[src/rtl/isaPkg.sv]
`default_nettype none

package isaPkg;

    //////////////////////////////////////////////////////////////////////
    // Word widths
    //////////////////////////////////////////////////////////////////////

    // Full instruction word
    localparam int InstrWidth = 16;

    // Datapath width, also the width of the extended immediate
    localparam int DataWidth = 16;

    // Step added to the program counter
    localparam int PcOffsetWidth = 8;

    // Register number in the register file
    localparam int RegIndexWidth = 4;

    //////////////////////////////////////////////////////////////////////
    // Instruction layout
    //////////////////////////////////////////////////////////////////////

    // Four nibbles, most significant first
    // The middle byte {opExt, fieldHigh} carries the immediate forms
    // The low byte {fieldHigh, fieldLow} carries the jump offset
    typedef struct packed {
        logic [3:0]               opCode;
        logic [3:0]               opExt;
        logic [RegIndexWidth-1:0] fieldHigh;
        logic [RegIndexWidth-1:0] fieldLow;
    } instrWord_t;

    // Major opcodes
    // Codes 2, 13, 14 and 15 are unused and decode as no-op
    typedef enum logic [3:0] {
        RegAlu       = 4'd0,
        Branch       = 4'd1,
        Compare      = 4'd3,
        Memory       = 4'd4,
        AddImm       = 4'd5,
        AddUnsImm    = 4'd6,
        MoveUpperImm = 4'd7,
        MoveImm      = 4'd8,
        SubImm       = 4'd9,
        JumpCond     = 4'd10,
        CompareImm   = 4'd11,
        JumpSpecial  = 4'd12
    } opCode_t;

    // Branch and conditional jump conditions, carried in opExt
    typedef enum logic [3:0] {
        GreaterEqual = 4'd0,
        Higher       = 4'd1,
        Equal        = 4'd2,
        LessThan     = 4'd3,
        LowerSame    = 4'd4
    } condition_t;

    //////////////////////////////////////////////////////////////////////
    // Processor status register
    //////////////////////////////////////////////////////////////////////

    // Flags as left by the last ALU compare
    typedef struct packed {
        logic negative;
        logic zero;
        logic greater;
        logic overflow;
        logic low;
    } psr_t;

    // ALU operation code for a plain move
    // Used by load, store, register jump and store PC
    localparam logic [3:0] MoveOpExt = 4'd13;

endpackage

`default_nettype wire

[src/rtl/controlPkg.sv]
`default_nettype none

package controlPkg;

    import isaPkg::*;

    //////////////////////////////////////////////////////////////////////
    // Datapath selections
    //////////////////////////////////////////////////////////////////////

    // Second ALU operand source
    typedef enum logic [1:0] {
        SrcImmediate      = 2'd0,
        SrcRegister       = 2'd1,
        SrcMemory         = 2'd2,
        SrcProgramCounter = 2'd3
    } aluSrc_t;

    //////////////////////////////////////////////////////////////////////
    // Branch request from decoder to resolver
    //////////////////////////////////////////////////////////////////////

    // Skip steps over one word, Jump adds the instruction offset
    typedef enum logic [1:0] {
        NoBranch = 2'd0,
        Skip     = 2'd1,
        Jump     = 2'd2
    } branchKind_t;

    typedef struct packed {
        branchKind_t              kind;
        condition_t               cond;
        logic [PcOffsetWidth-1:0] jumpOffset;
    } branchRequest_t;

    //////////////////////////////////////////////////////////////////////
    // Control word to the datapath
    //////////////////////////////////////////////////////////////////////

    typedef struct packed {
        // ALU operation
        logic [3:0]               opCode;
        logic [3:0]               opExt;
        // Register file ports
        logic                     regWrite;
        logic [RegIndexWidth-1:0] regIn;
        logic [RegIndexWidth-1:0] regA;
        logic [RegIndexWidth-1:0] regB;
        // Extended immediate and program-counter step
        logic [DataWidth-1:0]     immediate;
        logic [PcOffsetWidth-1:0] pcOffset;
        // Source and write enables
        aluSrc_t                  aluSrc;
        logic                     memAddrFromPc;
        logic                     memWrite;
        logic                     irWrite;
        logic                     pcWrite;
        logic                     pcIncrement;
    } controlWord_t;

endpackage

`default_nettype wire

[src/rtl/branchResolver.sv]
`timescale 1ns/1ns
`default_nettype none

module branchResolver
(
    input  controlPkg::branchRequest_t       branchRequest,
    input  isaPkg::psr_t                     Psr,
    output logic [isaPkg::PcOffsetWidth-1:0] pcOffset
);

    import isaPkg::*;
    import controlPkg::*;

    // Plain sequential step
    localparam logic [PcOffsetWidth-1:0] StepNext = 8'd1;
    // Step over the following word
    localparam logic [PcOffsetWidth-1:0] StepSkip = 8'd2;

    logic condHolds;

    //////////////////////////////////////////////////////////////////////
    // Condition test
    //////////////////////////////////////////////////////////////////////

    // Flag sense follows the ALU compare convention
    always_comb
    begin
        case (branchRequest.cond)
            GreaterEqual:
                condHolds = !Psr.zero && !Psr.low;
            Higher:
                condHolds = !Psr.zero && !Psr.greater;
            Equal:
                condHolds = !Psr.zero;
            LessThan:
                condHolds = Psr.zero || Psr.low;
            LowerSame:
                condHolds = Psr.greater;
            default:
                condHolds = 1'b0;
        endcase
    end

    //////////////////////////////////////////////////////////////////////
    // Step choice
    //////////////////////////////////////////////////////////////////////

    always_comb
    begin
        case (branchRequest.kind)
            Skip:
                pcOffset = condHolds ? StepSkip : StepNext;
            Jump:
                pcOffset = condHolds ? branchRequest.jumpOffset : StepNext;
            // Also covers the register jump, zeroed downstream
            default:
                pcOffset = StepNext;
        endcase
    end

endmodule

`default_nettype wire

[src/rtl/controlSequencer.sv]
`timescale 1ns/1ns
`default_nettype none

module controlSequencer
(
    input  logic                             Clock,
    input  logic                             Reset,
    input  controlPkg::controlWord_t         decodedWord,
    input  logic [isaPkg::PcOffsetWidth-1:0] pcOffset,
    output controlPkg::controlWord_t         Control
);

    import controlPkg::*;

    // Low in fetch, high in execute
    logic         executePhase;
    // Fixed word for the fetch phase
    controlWord_t fetchWord;
    // Decoded word with the resolved step
    controlWord_t executeWord;

    //////////////////////////////////////////////////////////////////////
    // Phase register
    //////////////////////////////////////////////////////////////////////

    // Reset leaves the phase at fetch, then it flips every clock
    always_ff @(posedge Clock or negedge Reset)
    begin
        if (!Reset)
            executePhase <= 1'b0;
        else
            executePhase <= ~executePhase;
    end

    //////////////////////////////////////////////////////////////////////
    // Phase words
    //////////////////////////////////////////////////////////////////////

    // Fetch reads memory at the PC into the instruction register
    always_comb
    begin
        fetchWord = '0;
        fetchWord.memAddrFromPc = 1'b1;
        fetchWord.irWrite = 1'b1;
    end

    // A register jump loads the PC outright, so its step stays zero
    always_comb
    begin
        executeWord = decodedWord;
        if (decodedWord.pcWrite)
            executeWord.pcOffset = '0;
        else
            executeWord.pcOffset = pcOffset;
    end

    //////////////////////////////////////////////////////////////////////
    // Output select
    //////////////////////////////////////////////////////////////////////

    // All controls held inactive while in reset
    always_comb
    begin
        if (!Reset)
            Control = '0;
        else if (executePhase)
            Control = executeWord;
        else
            Control = fetchWord;
    end

endmodule

`default_nettype wire

[src/rtl/cpuController.sv]
`timescale 1ns/1ns
`default_nettype none

module cpuController
(
    input  logic                     Clock,
    input  logic                     Reset,
    input  isaPkg::instrWord_t       Ins,
    input  isaPkg::psr_t             Psr,
    output controlPkg::controlWord_t Control
);

    import isaPkg::*;
    import controlPkg::*;

    // Execute-phase word before the step is inserted
    controlWord_t             decodedWord;
    // Condition and offset handed to the resolver
    branchRequest_t           branchRequest;
    // Resolved program-counter step
    logic [PcOffsetWidth-1:0] pcOffset;

    // Opcode classification and field routing
    instructionDecoder decoder0
    (
        .Ins           (Ins),
        .decodedWord   (decodedWord),
        .branchRequest (branchRequest)
    );

    // Flag test and step choice
    branchResolver resolver0
    (
        .branchRequest (branchRequest),
        .Psr           (Psr),
        .pcOffset      (pcOffset)
    );

    // Fetch/execute phase and output select
    controlSequencer sequencer0
    (
        .Clock       (Clock),
        .Reset       (Reset),
        .decodedWord (decodedWord),
        .pcOffset    (pcOffset),
        .Control     (Control)
    );

endmodule

`default_nettype wire

[src/rtl/instructionDecoder.sv]
`timescale 1ns/1ns
`default_nettype none

module instructionDecoder
(
    input  isaPkg::instrWord_t         Ins,
    output controlPkg::controlWord_t   decodedWord,
    output controlPkg::branchRequest_t branchRequest
);

    import isaPkg::*;
    import controlPkg::*;

    // Immediate field is the middle byte
    localparam int ImmFieldWidth = DataWidth / 2;
    localparam int ImmPadWidth = DataWidth - ImmFieldWidth;

    // Memory sub-operations in opExt
    localparam logic [3:0] LoadExt = 4'd0;
    localparam logic [3:0] StoreExt = 4'd1;
    // Special jump sub-operations in opExt
    localparam logic [3:0] RegJumpExt = 4'd0;
    localparam logic [3:0] StorePcExt = 4'd1;

    logic [InstrWidth-1:0]    insBits;
    opCode_t                  opCode;
    condition_t               cond;
    logic                     condValid;
    logic [ImmFieldWidth-1:0] immByte;
    logic [DataWidth-1:0]     immSigned;
    logic [DataWidth-1:0]     immUnsigned;
    logic [DataWidth-1:0]     immUpper;
    logic [DataWidth-1:0]     immOnes;
    logic [DataWidth-1:0]     immValue;

    assign insBits = Ins;
    assign opCode = opCode_t'(Ins.opCode);
    assign cond = condition_t'(Ins.opExt);

    //////////////////////////////////////////////////////////////////////
    // Immediate extension
    //////////////////////////////////////////////////////////////////////

    assign immByte = {Ins.opExt, Ins.fieldHigh};

    // Four ways to widen the byte
    assign immSigned = {{ImmPadWidth{immByte[ImmFieldWidth-1]}}, immByte};
    assign immUnsigned = {{ImmPadWidth{1'b0}}, immByte};
    assign immUpper = {immByte, {ImmPadWidth{1'b0}}};
    assign immOnes = {{ImmPadWidth{1'b1}}, immByte};

    always_comb
    begin
        case (opCode)
            AddImm, SubImm:       immValue = immSigned;
            AddUnsImm, MoveImm:   immValue = immUnsigned;
            MoveUpperImm:         immValue = immUpper;
            CompareImm:           immValue = immOnes;
            default:              immValue = '0;
        endcase
    end

    // Only five condition codes are defined
    always_comb
    begin
        case (cond)
            GreaterEqual, Higher, Equal, LessThan, LowerSame:
                condValid = 1'b1;
            default:
                condValid = 1'b0;
        endcase
    end

    //////////////////////////////////////////////////////////////////////
    // Opcode classification
    //////////////////////////////////////////////////////////////////////

    always_comb
    begin
        // No-op unless an arm below claims the encoding
        decodedWord = '0;
        decodedWord.aluSrc = SrcImmediate;
        decodedWord.pcIncrement = 1'b1;
        branchRequest = '0;
        branchRequest.kind = NoBranch;

        case (opCode)
            // rA op rB into rB
            RegAlu:
            begin
                decodedWord.opCode = Ins.opCode;
                decodedWord.opExt = Ins.opExt;
                decodedWord.regWrite = 1'b1;
                decodedWord.regIn = Ins.fieldLow;
                decodedWord.regA = Ins.fieldHigh;
                decodedWord.regB = Ins.fieldLow;
                decodedWord.aluSrc = SrcRegister;
            end
            // Flags only, no write back
            Compare:
            begin
                decodedWord.opCode = Ins.opCode;
                decodedWord.opExt = Ins.opExt;
                decodedWord.regA = Ins.fieldHigh;
                decodedWord.regB = Ins.fieldLow;
                decodedWord.aluSrc = SrcRegister;
            end
            // Immediate into fieldLow
            AddImm, AddUnsImm, MoveUpperImm, MoveImm, SubImm:
            begin
                decodedWord.opCode = Ins.opCode;
                decodedWord.opExt = Ins.opExt;
                decodedWord.regWrite = 1'b1;
                decodedWord.regIn = Ins.fieldLow;
                decodedWord.regB = Ins.fieldLow;
                decodedWord.immediate = immValue;
            end
            CompareImm:
            begin
                decodedWord.opCode = Ins.opCode;
                decodedWord.opExt = Ins.opExt;
                decodedWord.regA = Ins.fieldHigh;
                decodedWord.regB = Ins.fieldLow;
                decodedWord.immediate = immValue;
            end
            // Step is chosen later from the flags
            Branch, JumpCond:
            begin
                if (condValid)
                begin
                    decodedWord.aluSrc = SrcRegister;
                    if (opCode == Branch)
                        branchRequest.kind = Skip;
                    else
                        branchRequest.kind = Jump;
                    branchRequest.cond = cond;
                    branchRequest.jumpOffset = insBits[PcOffsetWidth-1:0];
                end
            end
            // Address always from register fieldHigh
            Memory:
            begin
                if (Ins.opExt == LoadExt)
                begin
                    decodedWord.opCode = RegAlu;
                    decodedWord.opExt = MoveOpExt;
                    decodedWord.regWrite = 1'b1;
                    decodedWord.regIn = Ins.fieldLow;
                    decodedWord.regB = Ins.fieldHigh;
                    decodedWord.aluSrc = SrcMemory;
                end
                else if (Ins.opExt == StoreExt)
                begin
                    decodedWord.opCode = RegAlu;
                    decodedWord.opExt = MoveOpExt;
                    decodedWord.regA = Ins.fieldLow;
                    decodedWord.regB = Ins.fieldHigh;
                    decodedWord.aluSrc = SrcRegister;
                    decodedWord.memWrite = 1'b1;
                end
            end
            JumpSpecial:
            begin
                // pcWrite also tells the sequencer to zero the step
                if (Ins.opExt == RegJumpExt)
                begin
                    decodedWord.opCode = RegAlu;
                    decodedWord.opExt = MoveOpExt;
                    decodedWord.regA = Ins.fieldHigh;
                    decodedWord.aluSrc = SrcRegister;
                    decodedWord.pcWrite = 1'b1;
                    decodedWord.pcIncrement = 1'b0;
                end
                // return address into fieldLow
                else if (Ins.opExt == StorePcExt)
                begin
                    decodedWord.opCode = RegAlu;
                    decodedWord.opExt = MoveOpExt;
                    decodedWord.regWrite = 1'b1;
                    decodedWord.regIn = Ins.fieldLow;
                    decodedWord.aluSrc = SrcProgramCounter;
                end
            end
            default:
            begin
                decodedWord.pcIncrement = 1'b1;
            end
        endcase
    end

endmodule

`default_nettype wire

[config.mk]
export PLATFORM = sky130hd
export DESIGN_NAME = cpuController
export DESIGN_NICKNAME = d
export VERILOG_FILES = /design/src/rtl/isaPkg.sv /design/src/rtl/controlPkg.sv /design/src/rtl/branchResolver.sv /design/src/rtl/controlSequencer.sv /design/src/rtl/cpuController.sv /design/src/rtl/instructionDecoder.sv
export SDC_FILE = /design/constraint.sdc
export NUM_CORES = 1
export LEC_CHECK = 0
export BUFFER_PORTS_ARGS = -buffer_cell sky130_fd_sc_hd__clkbuf_2
export CELL_PAD_IN_SITES_DETAIL_PLACEMENT = 0
export CELL_PAD_IN_SITES_GLOBAL_PLACEMENT = 1
export CORE_AREA = 2 2 68 83
export CTS_BUF_LIST = sky130_fd_sc_hd__clkbuf_8
export CTS_CLUSTER_SIZE = 28
export DETAILED_ROUTE_END_ITERATION = 10
export DIE_AREA = 0 0 70 85
export GPL_TIMING_DRIVEN = 0
export HOLD_SLACK_MARGIN = 0.06
export PLACE_DENSITY = 0.75
export SLEW_MARGIN = 10
export SYNTH_ARGS = -nofsm -noshare
export SYNTH_HDL_FRONTEND = slang
export SYNTH_HIERARCHICAL = 1
export SYNTH_SLANG_ARGS = --single-unit
[constraint.sdc]
create_clock -name Clock -period 3.4 [get_ports Clock]
set_clock_uncertainty 0.2 [all_clocks]
set_input_delay 0.85 -clock Clock [delete_from_list [all_inputs] [get_ports Clock]]
set_output_delay 0.85 -clock Clock [all_outputs]
set_load 0.05 [all_outputs]
==> results of run 1 <==
[timing repair]
item	CTS	global route
gates cloned	0	0
gates resized for setup	43	80
pin swaps	5	13
buffers inserted	5	4
endpoints found under the setup margin	14	39
endpoints found under the hold margin	0	0
[critical path, stage by stage]
cell and delay, ns:
clkbuf_8 0.14, o21ai_2 0.12, nand2b_1 0.13, nor3_4 0.19
clkbuf_8 0.15, and2_4 0.15, nand2_2 0.05, o32a_1 0.32
o211a_1 0.15, nor3b_2 0.16, and2_4 0.16, clkbuf_16 0.16
[routing by layer]
layer / track usage (%) / wire length [µm] / vias up / part of all wire [%]
met5: 0 / 0 / - / 0
met4: 0.5245 / 14 / 0 / 0.30
met3: 0.8314 / 172 / 2 / 3.6
met2: 28.23 / 2480 / 48 / 52
met1: 20.80 / 2073 / 762 / 44
li1: - / - / 853 / -
[power groups by stage]
stage	Sequential, mW	Combinational [mW]	Clock (mW)
floorplan	0.0121	0.181	0
global placement	0.0121	0.243	0
detailed placement	0.0121	0.244	0
CTS	0.0121	0.264	0
global route	0.0121	0.309	0
finish	0.0121	0.289	0
[area by class of cell]
class                      count  share of cell area (%)
multi-input combinational    171                   58.11
inverter                       8                   1.302
buffer                        19                   6.837
sequential                     1                   1.085
tap                           62                   3.364
timing repair buffer          79                   29.30
[per-stage QoR]
step	std cells	instance area, µm²	total power [mW]	hold slack, ns
floorplan	199	1409	0.1934	0.3114
global placement	332	1842	0.2550	0.4101
detailed placement	332	1842	0.2564	0.4205
CTS	337	2101	0.2761	0.4243
global route	340	2306	0.3214	0.4528
finish	340	2306	0.3013	0.4179
[path summary, 6_finish.rpt]
check / to / slack (ns) / cells past startpoint
worst min-delay path: sequencer0/executePhase$_DFF_PN0_ / 0.42 / 1
worst max-delay path: Control[8] / -0.38 / 12
max in group asynchronous: sequencer0/executePhase$_DFF_PN0_ / 2.33 / 1
worst min register to register: sequencer0/executePhase$_DFF_PN0_ / 0.42 / 1
min in group asynchronous: sequencer0/executePhase$_DFF_PN0_ / 0.50 / 1
worst max register to register: sequencer0/executePhase$_DFF_PN0_ / 2.49 / 1
[cells in the final DEF, fill, tap and decap left out, types with 3 or more instances in the layout]
cell type and n:
conb_1 3, and3_1 42, a21oi_2 3, nand2b_1 3
a22o_1 8, a21o_1 3, buf_4 16, inv_1 7
buf_2 17, and2_4 11, o21a_1 9, nor3_1 3
clkbuf_2 34, a21oi_1 5, buf_8 8, clkbuf_16 5
clkbuf_4 4, buf_6 9, nor3_4 4, nand2_1 3
nor2_1 8, and2_1 27, xor2_1 3, clkbuf_8 3
==> results.ini, run 1 <==
[pwr]
p_comb_share_pct=96.0
swShare_pct=59.07
leakagePower_nw=1.247
clkPwrFrac_pct=0
seq_power_share_pct=4.0
p_sw_uw=178.0
power.internal_uw=123.3
ir_drop_mv=0.05680
p_per_area_nw_per_um2=130.7

[route]
drt_first_iter_violations=63
wire_per_inst_um=13.94
vias_per_cell=4.897
drc_errors=0
first_pass_iters=4
via_count=1665
ant_nets=0
drt-total-wl_um=4740

[timing]
rsz0062_at_grt=yes
hold_viol_final=0
fin_ws_ns=-0.3831
drv_slew=0
period_share_pct=111.3
period_minus_slack_ns=3.783
final.setup.tns_ns=-2.921
max_freq_mhz=264.3
finalSetupViolations=8

[placement]
place.gp.congestion=0.8343
hpwlAfterDp_um=3783
dp_slack_ns=-0.7141
io_buffers=71

[floorplanning]
fp.coreArea_um2=5152
die_y_um=85
start_util_pct=25.84
boundaryPins=75
fp.dieW_um=70
placementRows=29
die_area_um2=5950

[worst_setup_path]
critPathMaxFanout=7
arrival_ns=2.73
crit_required_ns=2.35
cp-startpoint=Ins[8]
rr_startpoint=sequencer0/executePhase$_DFF_PN0_
critPathLaunchType=input port
end_kind=primary output
path_class=in -> out

[grt]
antenna_found_initial=0
first_global_vias=1554
grt_overflow=0
grt_pass1_wl_um=7707
grt_max_degree=11
grtUsageTotal_pct=15.35

[run_status]
status=finished, violations left
violations=setup timing

[synthesis]
synth.avg_cell_area_um2=6.758
netlist_area_um2=1331
syn_inst=197
synth_warnings=6

[final_layout]
largest_reg_flops=1
syn2layout_area_growth_pct=73.21
n_fill_cell=514
num_antenna_cells=0
final_util_pct=44.75
drive_gt1_share_pct=51.44
seq_area_um2=25.02
regMostFlops=sequencer0/executePhase
fin_nets=305
reg_top3=sequencer0/executePhase: 1 flops
multi_input_area_um2=1340

[clock_network]
hold_buffers=0
clock_latency_ns=0
path_clk_slew_ns=0

[worst_hold_path]
worstHoldStart=sequencer0/executePhase$_DFF_PN0_
min_path_type=reg -> reg

[run]
drv_cap=0

No activity file was read; power rests on OpenSTA's default activity.
==> run 2, diff against run 1 <==
--- a/config.mk
+++ b/config.mk
@@ -8,11 +8,11 @@
 export BUFFER_PORTS_ARGS = -buffer_cell sky130_fd_sc_hd__clkbuf_2
 export CELL_PAD_IN_SITES_DETAIL_PLACEMENT = 0
 export CELL_PAD_IN_SITES_GLOBAL_PLACEMENT = 1
-export CORE_AREA = 2 2 68 83
+export CORE_AREA = 2 2 74 76
 export CTS_BUF_LIST = sky130_fd_sc_hd__clkbuf_8
 export CTS_CLUSTER_SIZE = 28
 export DETAILED_ROUTE_END_ITERATION = 10
-export DIE_AREA = 0 0 70 85
+export DIE_AREA = 0 0 76 78
 export GPL_TIMING_DRIVEN = 0
 export HOLD_SLACK_MARGIN = 0.06
 export PLACE_DENSITY = 0.75
==> run 2 against run 1 <==
Fmax is 0.83% higher. Global-route usage is 0.053 points lower. Setup slack better by 0.031 ns. Sequential power hardly changed. The flow still finishes with violations (setup timing). Register-to-register slack hardly changed. Die area is 0.37% lower. Sequential cell count stayed put. Routed wire length is 0.76% higher.
==> results.ini, run 2 (synthesized netlist as in run 1, its figures left out) <==
[grt]
grt_pass1_wl_um=7776
first_global_vias=1583
antenna_found_initial=0
grt_max_degree=11
grt_overflow=0
grtUsageTotal_pct=15.30

[route]
drt_first_iter_violations=63
wire_per_inst_um=13.65
via_count=1681
route.met2.wl_um=2282
first_pass_iters=4
ant_nets=0
drt-total-wl_um=4776
met3_length_um=265
vias_per_cell=4.803
highest_layer=met4
wl_met1_um=2213
drc_errors=0

[worst_setup_path]
arrival_ns=2.70
critPathMaxFanout=5
end_kind=primary output
path_class=in -> out
crit_required_ns=2.35
critPathLaunchType=input port

[placement]
io_buffers=71
place.gp.congestion=0.7797
place_area_um2=1852
hpwlAfterDp_um=3711
dp_slack_ns=-0.6413

[timing]
period_minus_slack_ns=3.752
finalSetupViolations=8
fin_ws_ns=-0.3518
rsz0062_at_grt=yes
period_share_pct=110.3
max_freq_mhz=266.5
drv_slew=0
hold_viol_final=0

[final_layout]
syn2layout_area_growth_pct=70.02
fin_nets=307
final_cell_mix=42 x and3_1, 36 x clkbuf_2, 29 x and2_1
reg_top3=sequencer0/executePhase: 1 flops
mostFrequentLayoutCell=and3_1
largest_reg_flops=1
final_cell_area_um2=2263
regMostFlops=sequencer0/executePhase
num_antenna_cells=0
drive_gt1_share_pct=50.00

[clock_network]
hold_buffers=0
clock_latency_ns=0
path_clk_slew_ns=0

[floorplanning]
fp.dieW_um=76
die_y_um=78
placementRows=26
fp.coreArea_um2=5042
start_util_pct=26.40
die_area_um2=5928
boundaryPins=75

[pwr]
p_sw_uw=176.1
seq_power_share_pct=4.1
power.internal_uw=122.9
clkPwrFrac_pct=0
leakagePower_nw=1.245
ir_drop_mv=0.05839
swShare_pct=58.89
p_per_area_nw_per_um2=132.1
p_comb_share_pct=95.9

[run]
drv_cap=0

[run_status]
violations=setup timing
status=finished, violations left

[worst_hold_path]
min_path_type=reg -> reg

-- run 2: cell count changes in the layout (fill, tap and decap cells not counted), moves of 2 or more --
cell       previous run  this run
and2_1               27        29
and2_4               11         9
buf_12                2         4
buf_4                16        24
buf_6                 9         7
clkbuf_16             5         2
clkbuf_2             34        36
clkbuf_4              4         1
-- run 2: timing repair --
action / in CTS / in global routing
setup buffers: 6 / 4
endpoints found under the setup margin: 13 / 41
pin swaps: 3 / 7
gates resized for setup: 43 / 71
-- run 2: layout make-up --
cell class              count  area (µm²)
fillers                   536        2779
flip-flops and latches      1       25.02
repair buffers             81       659.4
multi-input cells         171        1316
inverters                   8       30.03
plain buffers              19       145.1
well taps                  70       87.58
-- run 2: stage by stage --
step	utilization, %	cells	power [mW]	hold WS (ns)	setup TNS (ns)
after global routing	44.89	350	0.3187	0.4580	-3.715
after floorplan	-	199	0.1934	0.3114	-0.6022
after CTS	41.81	346	0.2805	0.4116	-2.883
after global placement	36.72	340	0.2550	0.4337	-4.973
final	44.89	350	0.2990	0.4213	-2.496
after detailed placement	36.72	340	0.2560	0.4118	-5.113
-- run 2: worst paths after layout --
check | startpoint | end | slack [ns] | cells after the start
max in group asynchronous | Reset | sequencer0/executePhase$_DFF_PN0_ | 2.33 | 1
min in group asynchronous | Reset | sequencer0/executePhase$_DFF_PN0_ | 0.49 | 1
hold reg to reg | sequencer0/executePhase$_DFF_PN0_ | sequencer0/executePhase$_DFF_PN0_ | 0.42 | 1
setup / recovery | Ins[15] | Control[8] | -0.35 | 13
setup reg to reg | sequencer0/executePhase$_DFF_PN0_ | sequencer0/executePhase$_DFF_PN0_ | 2.49 | 1
hold / removal | sequencer0/executePhase$_DFF_PN0_ | sequencer0/executePhase$_DFF_PN0_ | 0.42 | 1
-- run 2: critical path, stage by stage --
cell and delay [ns]:
buf_8 0.10, buf_12 0.11, and3b_1 0.16, a21oi_2 0.20, nor3_4 0.06, buf_6 0.12, and2_4 0.15, nor2b_4 0.12
o32a_1 0.17, o211a_1 0.19, nor3b_2 0.17, and2_4 0.16, buf_8 0.13
-- run 2: metal layers --
layer  GRT usage, %  vias to the layer above
met2          27.32                       58
met1          21.35                      765
met3          1.279                        2
li1               -                      856
met4              0                        0
met5              0                        -
-- run 2: power groups by stage --
| stage | Sequential (mW) | Clock [mW] | Combinational, mW |
|---|---|---|---|
| floorplan | 0.0121 | 0 | 0.181 |
| global placement | 0.0121 | 0 | 0.243 |
| detailed placement | 0.0121 | 0 | 0.244 |
| CTS | 0.0121 | 0 | 0.268 |
| global route | 0.0121 | 0 | 0.307 |
| finish | 0.0121 | 0 | 0.287 |
==> run 3, diff against run 2 <==
--- a/config.mk
+++ b/config.mk
@@ -16,6 +16,7 @@
 export GPL_TIMING_DRIVEN = 0
 export HOLD_SLACK_MARGIN = 0.06
 export PLACE_DENSITY = 0.75
+export SETUP_SLACK_MARGIN = 0.15
 export SLEW_MARGIN = 10
 export SYNTH_ARGS = -nofsm -noshare
 export SYNTH_HDL_FRONTEND = slang
==> run 3 against run 2 <==
The run still ends with setup timing left. Cell area is 43% higher. Setup slack worse by 0.016 ns. First-iteration DRC count is 25% higher. Combinational power is 44% higher. Sequential share of layout area is 0.33 points lower. Worst hold slack better by 0.011 ns. Critical path depth stayed put. Sequential power hardly changed. Final cell count is 4.9% higher. Die area stayed put.
==> results.ini, run 3 (synthesized netlist as in run 1, its figures left out) <==
[worst_setup_path]
worst-path-buf-inv=4
arrival_ns=2.72
path_class=in -> out
critPathLaunchType=input port
end_kind=primary output
crit_required_ns=2.35
cpLargestDelayFamily=simple AND/OR/NAND/NOR gates
cpPeakStageDelay_ns=0.35
crit_top_cell=and2_4
critPathMaxFanout=5
slowest_stage=o32a_1
crit_chain=buf_8 -> buf_12 -> and3b_1 -> a21oi_2 -> nor3_4 -> buf_6 -> and2_4 -> nand2_2 -> o32a_1 -> o2111a_2 -> and2_1 -> and2_4 -> clkbuf_16

[placement]
post-place-cells=340
place.gp.congestion=0.7797
io_buffers=71
hpwlAfterDp_um=3711

[floorplanning]
boundaryPins=75
fp.coreArea_um2=5042
die_y_um=78
placementRows=26
fp.dieW_um=76
die_area_um2=5928
start_util_pct=26.40

[grt]
antenna_found_initial=0
first_global_vias=1825
grt_pass1_wl_um=8790
grt_max_degree=11
grt_overflow=0
grtUsageTotal_pct=17.51

[timing]
rsz0062_at_grt=yes
period_minus_slack_ns=3.768
hold_viol_final=0
max_freq_mhz=265.4
period_share_pct=110.8
drv_slew=0
finalSetupViolations=37
worst_pin_slew_ns=0.4954
slew_headroom_pct=66.86
fin_ws_ns=-0.3681

[final_layout]
final_cell_mix=36 x and3_4, 34 x buf_8, 20 x and2_1
seq_area_um2=25.02
fin_nets=324
regMostFlops=sequencer0/executePhase
stdcell_count=367
drive_gt1_share_pct=70.71
n_fill_cell=397
mostFrequentLayoutCell=and3_4
multi_input_area_um2=1630
reg_top3=sequencer0/executePhase: 1 flops
num_antenna_cells=0
largest_reg_flops=1
syn2layout_area_growth_pct=143.0
final_util_pct=64.14

[pwr]
leakagePower_nw=1.461
p_per_area_nw_per_um2=131.4
ir_drop_mv=0.07445

[route]
via_count=1827
ant_nets=0
drt_first_iter_violations=79
wire_per_inst_um=16.25
first_pass_iters=4
drt-total-wl_um=5963
vias_per_cell=4.978
drc_errors=0

[run]
drv_cap=0

[clock_network]
clock_latency_ns=0
hold_buffers=0
path_clk_slew_ns=0

[run_status]
status=finished, violations left
violations=setup timing

[worst_hold_path]
min_path_type=reg -> reg

## run 3: changes by cell type in the layout (fill, tap and decap cells not counted), moves of 11 or more
cell	previous run	this run
clkbuf_16	2	15
buf_8	8	34
and3_4	2	36
and3_1	42	8
clkbuf_2	36	19
buf_6	7	18
## run 3: final timing paths
check	startpoint	end	slack (ns)	depth (start not counted)
setup / recovery	Ins[15]	Control[14]	-0.37	13
hold / removal	sequencer0/executePhase$_DFF_PN0_	sequencer0/executePhase$_DFF_PN0_	0.43	1
setup reg to reg	sequencer0/executePhase$_DFF_PN0_	sequencer0/executePhase$_DFF_PN0_	2.47	1
hold reg to reg	sequencer0/executePhase$_DFF_PN0_	sequencer0/executePhase$_DFF_PN0_	0.43	1
max in group asynchronous	Reset	sequencer0/executePhase$_DFF_PN0_	2.32	1
min in group asynchronous	Reset	sequencer0/executePhase$_DFF_PN0_	0.50	1
## run 3: routing by layer
metal | wire (µm) | vias up | track usage [%] | share of wire [%]
met3 | 314 | 8 | 1.628 | 5.3
met1 | 2447 | 859 | 22.54 | 41
li1 | - | 895 | - | -
met2 | 3112 | 65 | 32.32 | 52
met4 | 89 | 0 | 2.545 | 1.5
met5 | 0 | - | 0 | 0
## run 3: area by class of cell
class | instances | share of cell area [%]
flip-flops and latches | 1 | 0.7737
multi-input cells | 171 | 50.41
repair buffers | 98 | 39.92
plain buffers | 19 | 5.029
well taps | 70 | 2.708
inverters | 8 | 1.161
## run 3: what timing repair did
item / in CTS / in global routing
buffers inserted: 19 / 7
endpoints found under the setup margin: 43 / 48
cloned: 1 / 0
gates resized for setup: 165 / 101
pin swaps: 41 / 11
## run 3: per-stage QoR
step	hold slack [ns]	TNS, ns	power [mW]	area (µm²)	setup slack [ns]
floorplan	0.3114	-0.6022	0.1934	1409	-0.08137
global placement	0.4337	-4.973	0.2550	1852	-0.6230
detailed placement	0.4118	-5.113	0.2560	1852	-0.6413
CTS	0.4147	-2.898	0.3674	2860	-0.3760
global route	0.4595	-9.287	0.4433	3234	-0.4715
finish	0.4324	-7.018	0.4251	3234	-0.3681
## run 3: report_power, final
part | leakage, nW | switching, mW | internal (mW) | total [mW]
sequential | 0.00927 | 0 | 0.0121 | 0.0121
combinational | 1.45 | 0.212 | 0.201 | 0.413
clock | 0 | 0 | 0 | 0
total | 1.46 | 0.212 | 0.213 | 0.425
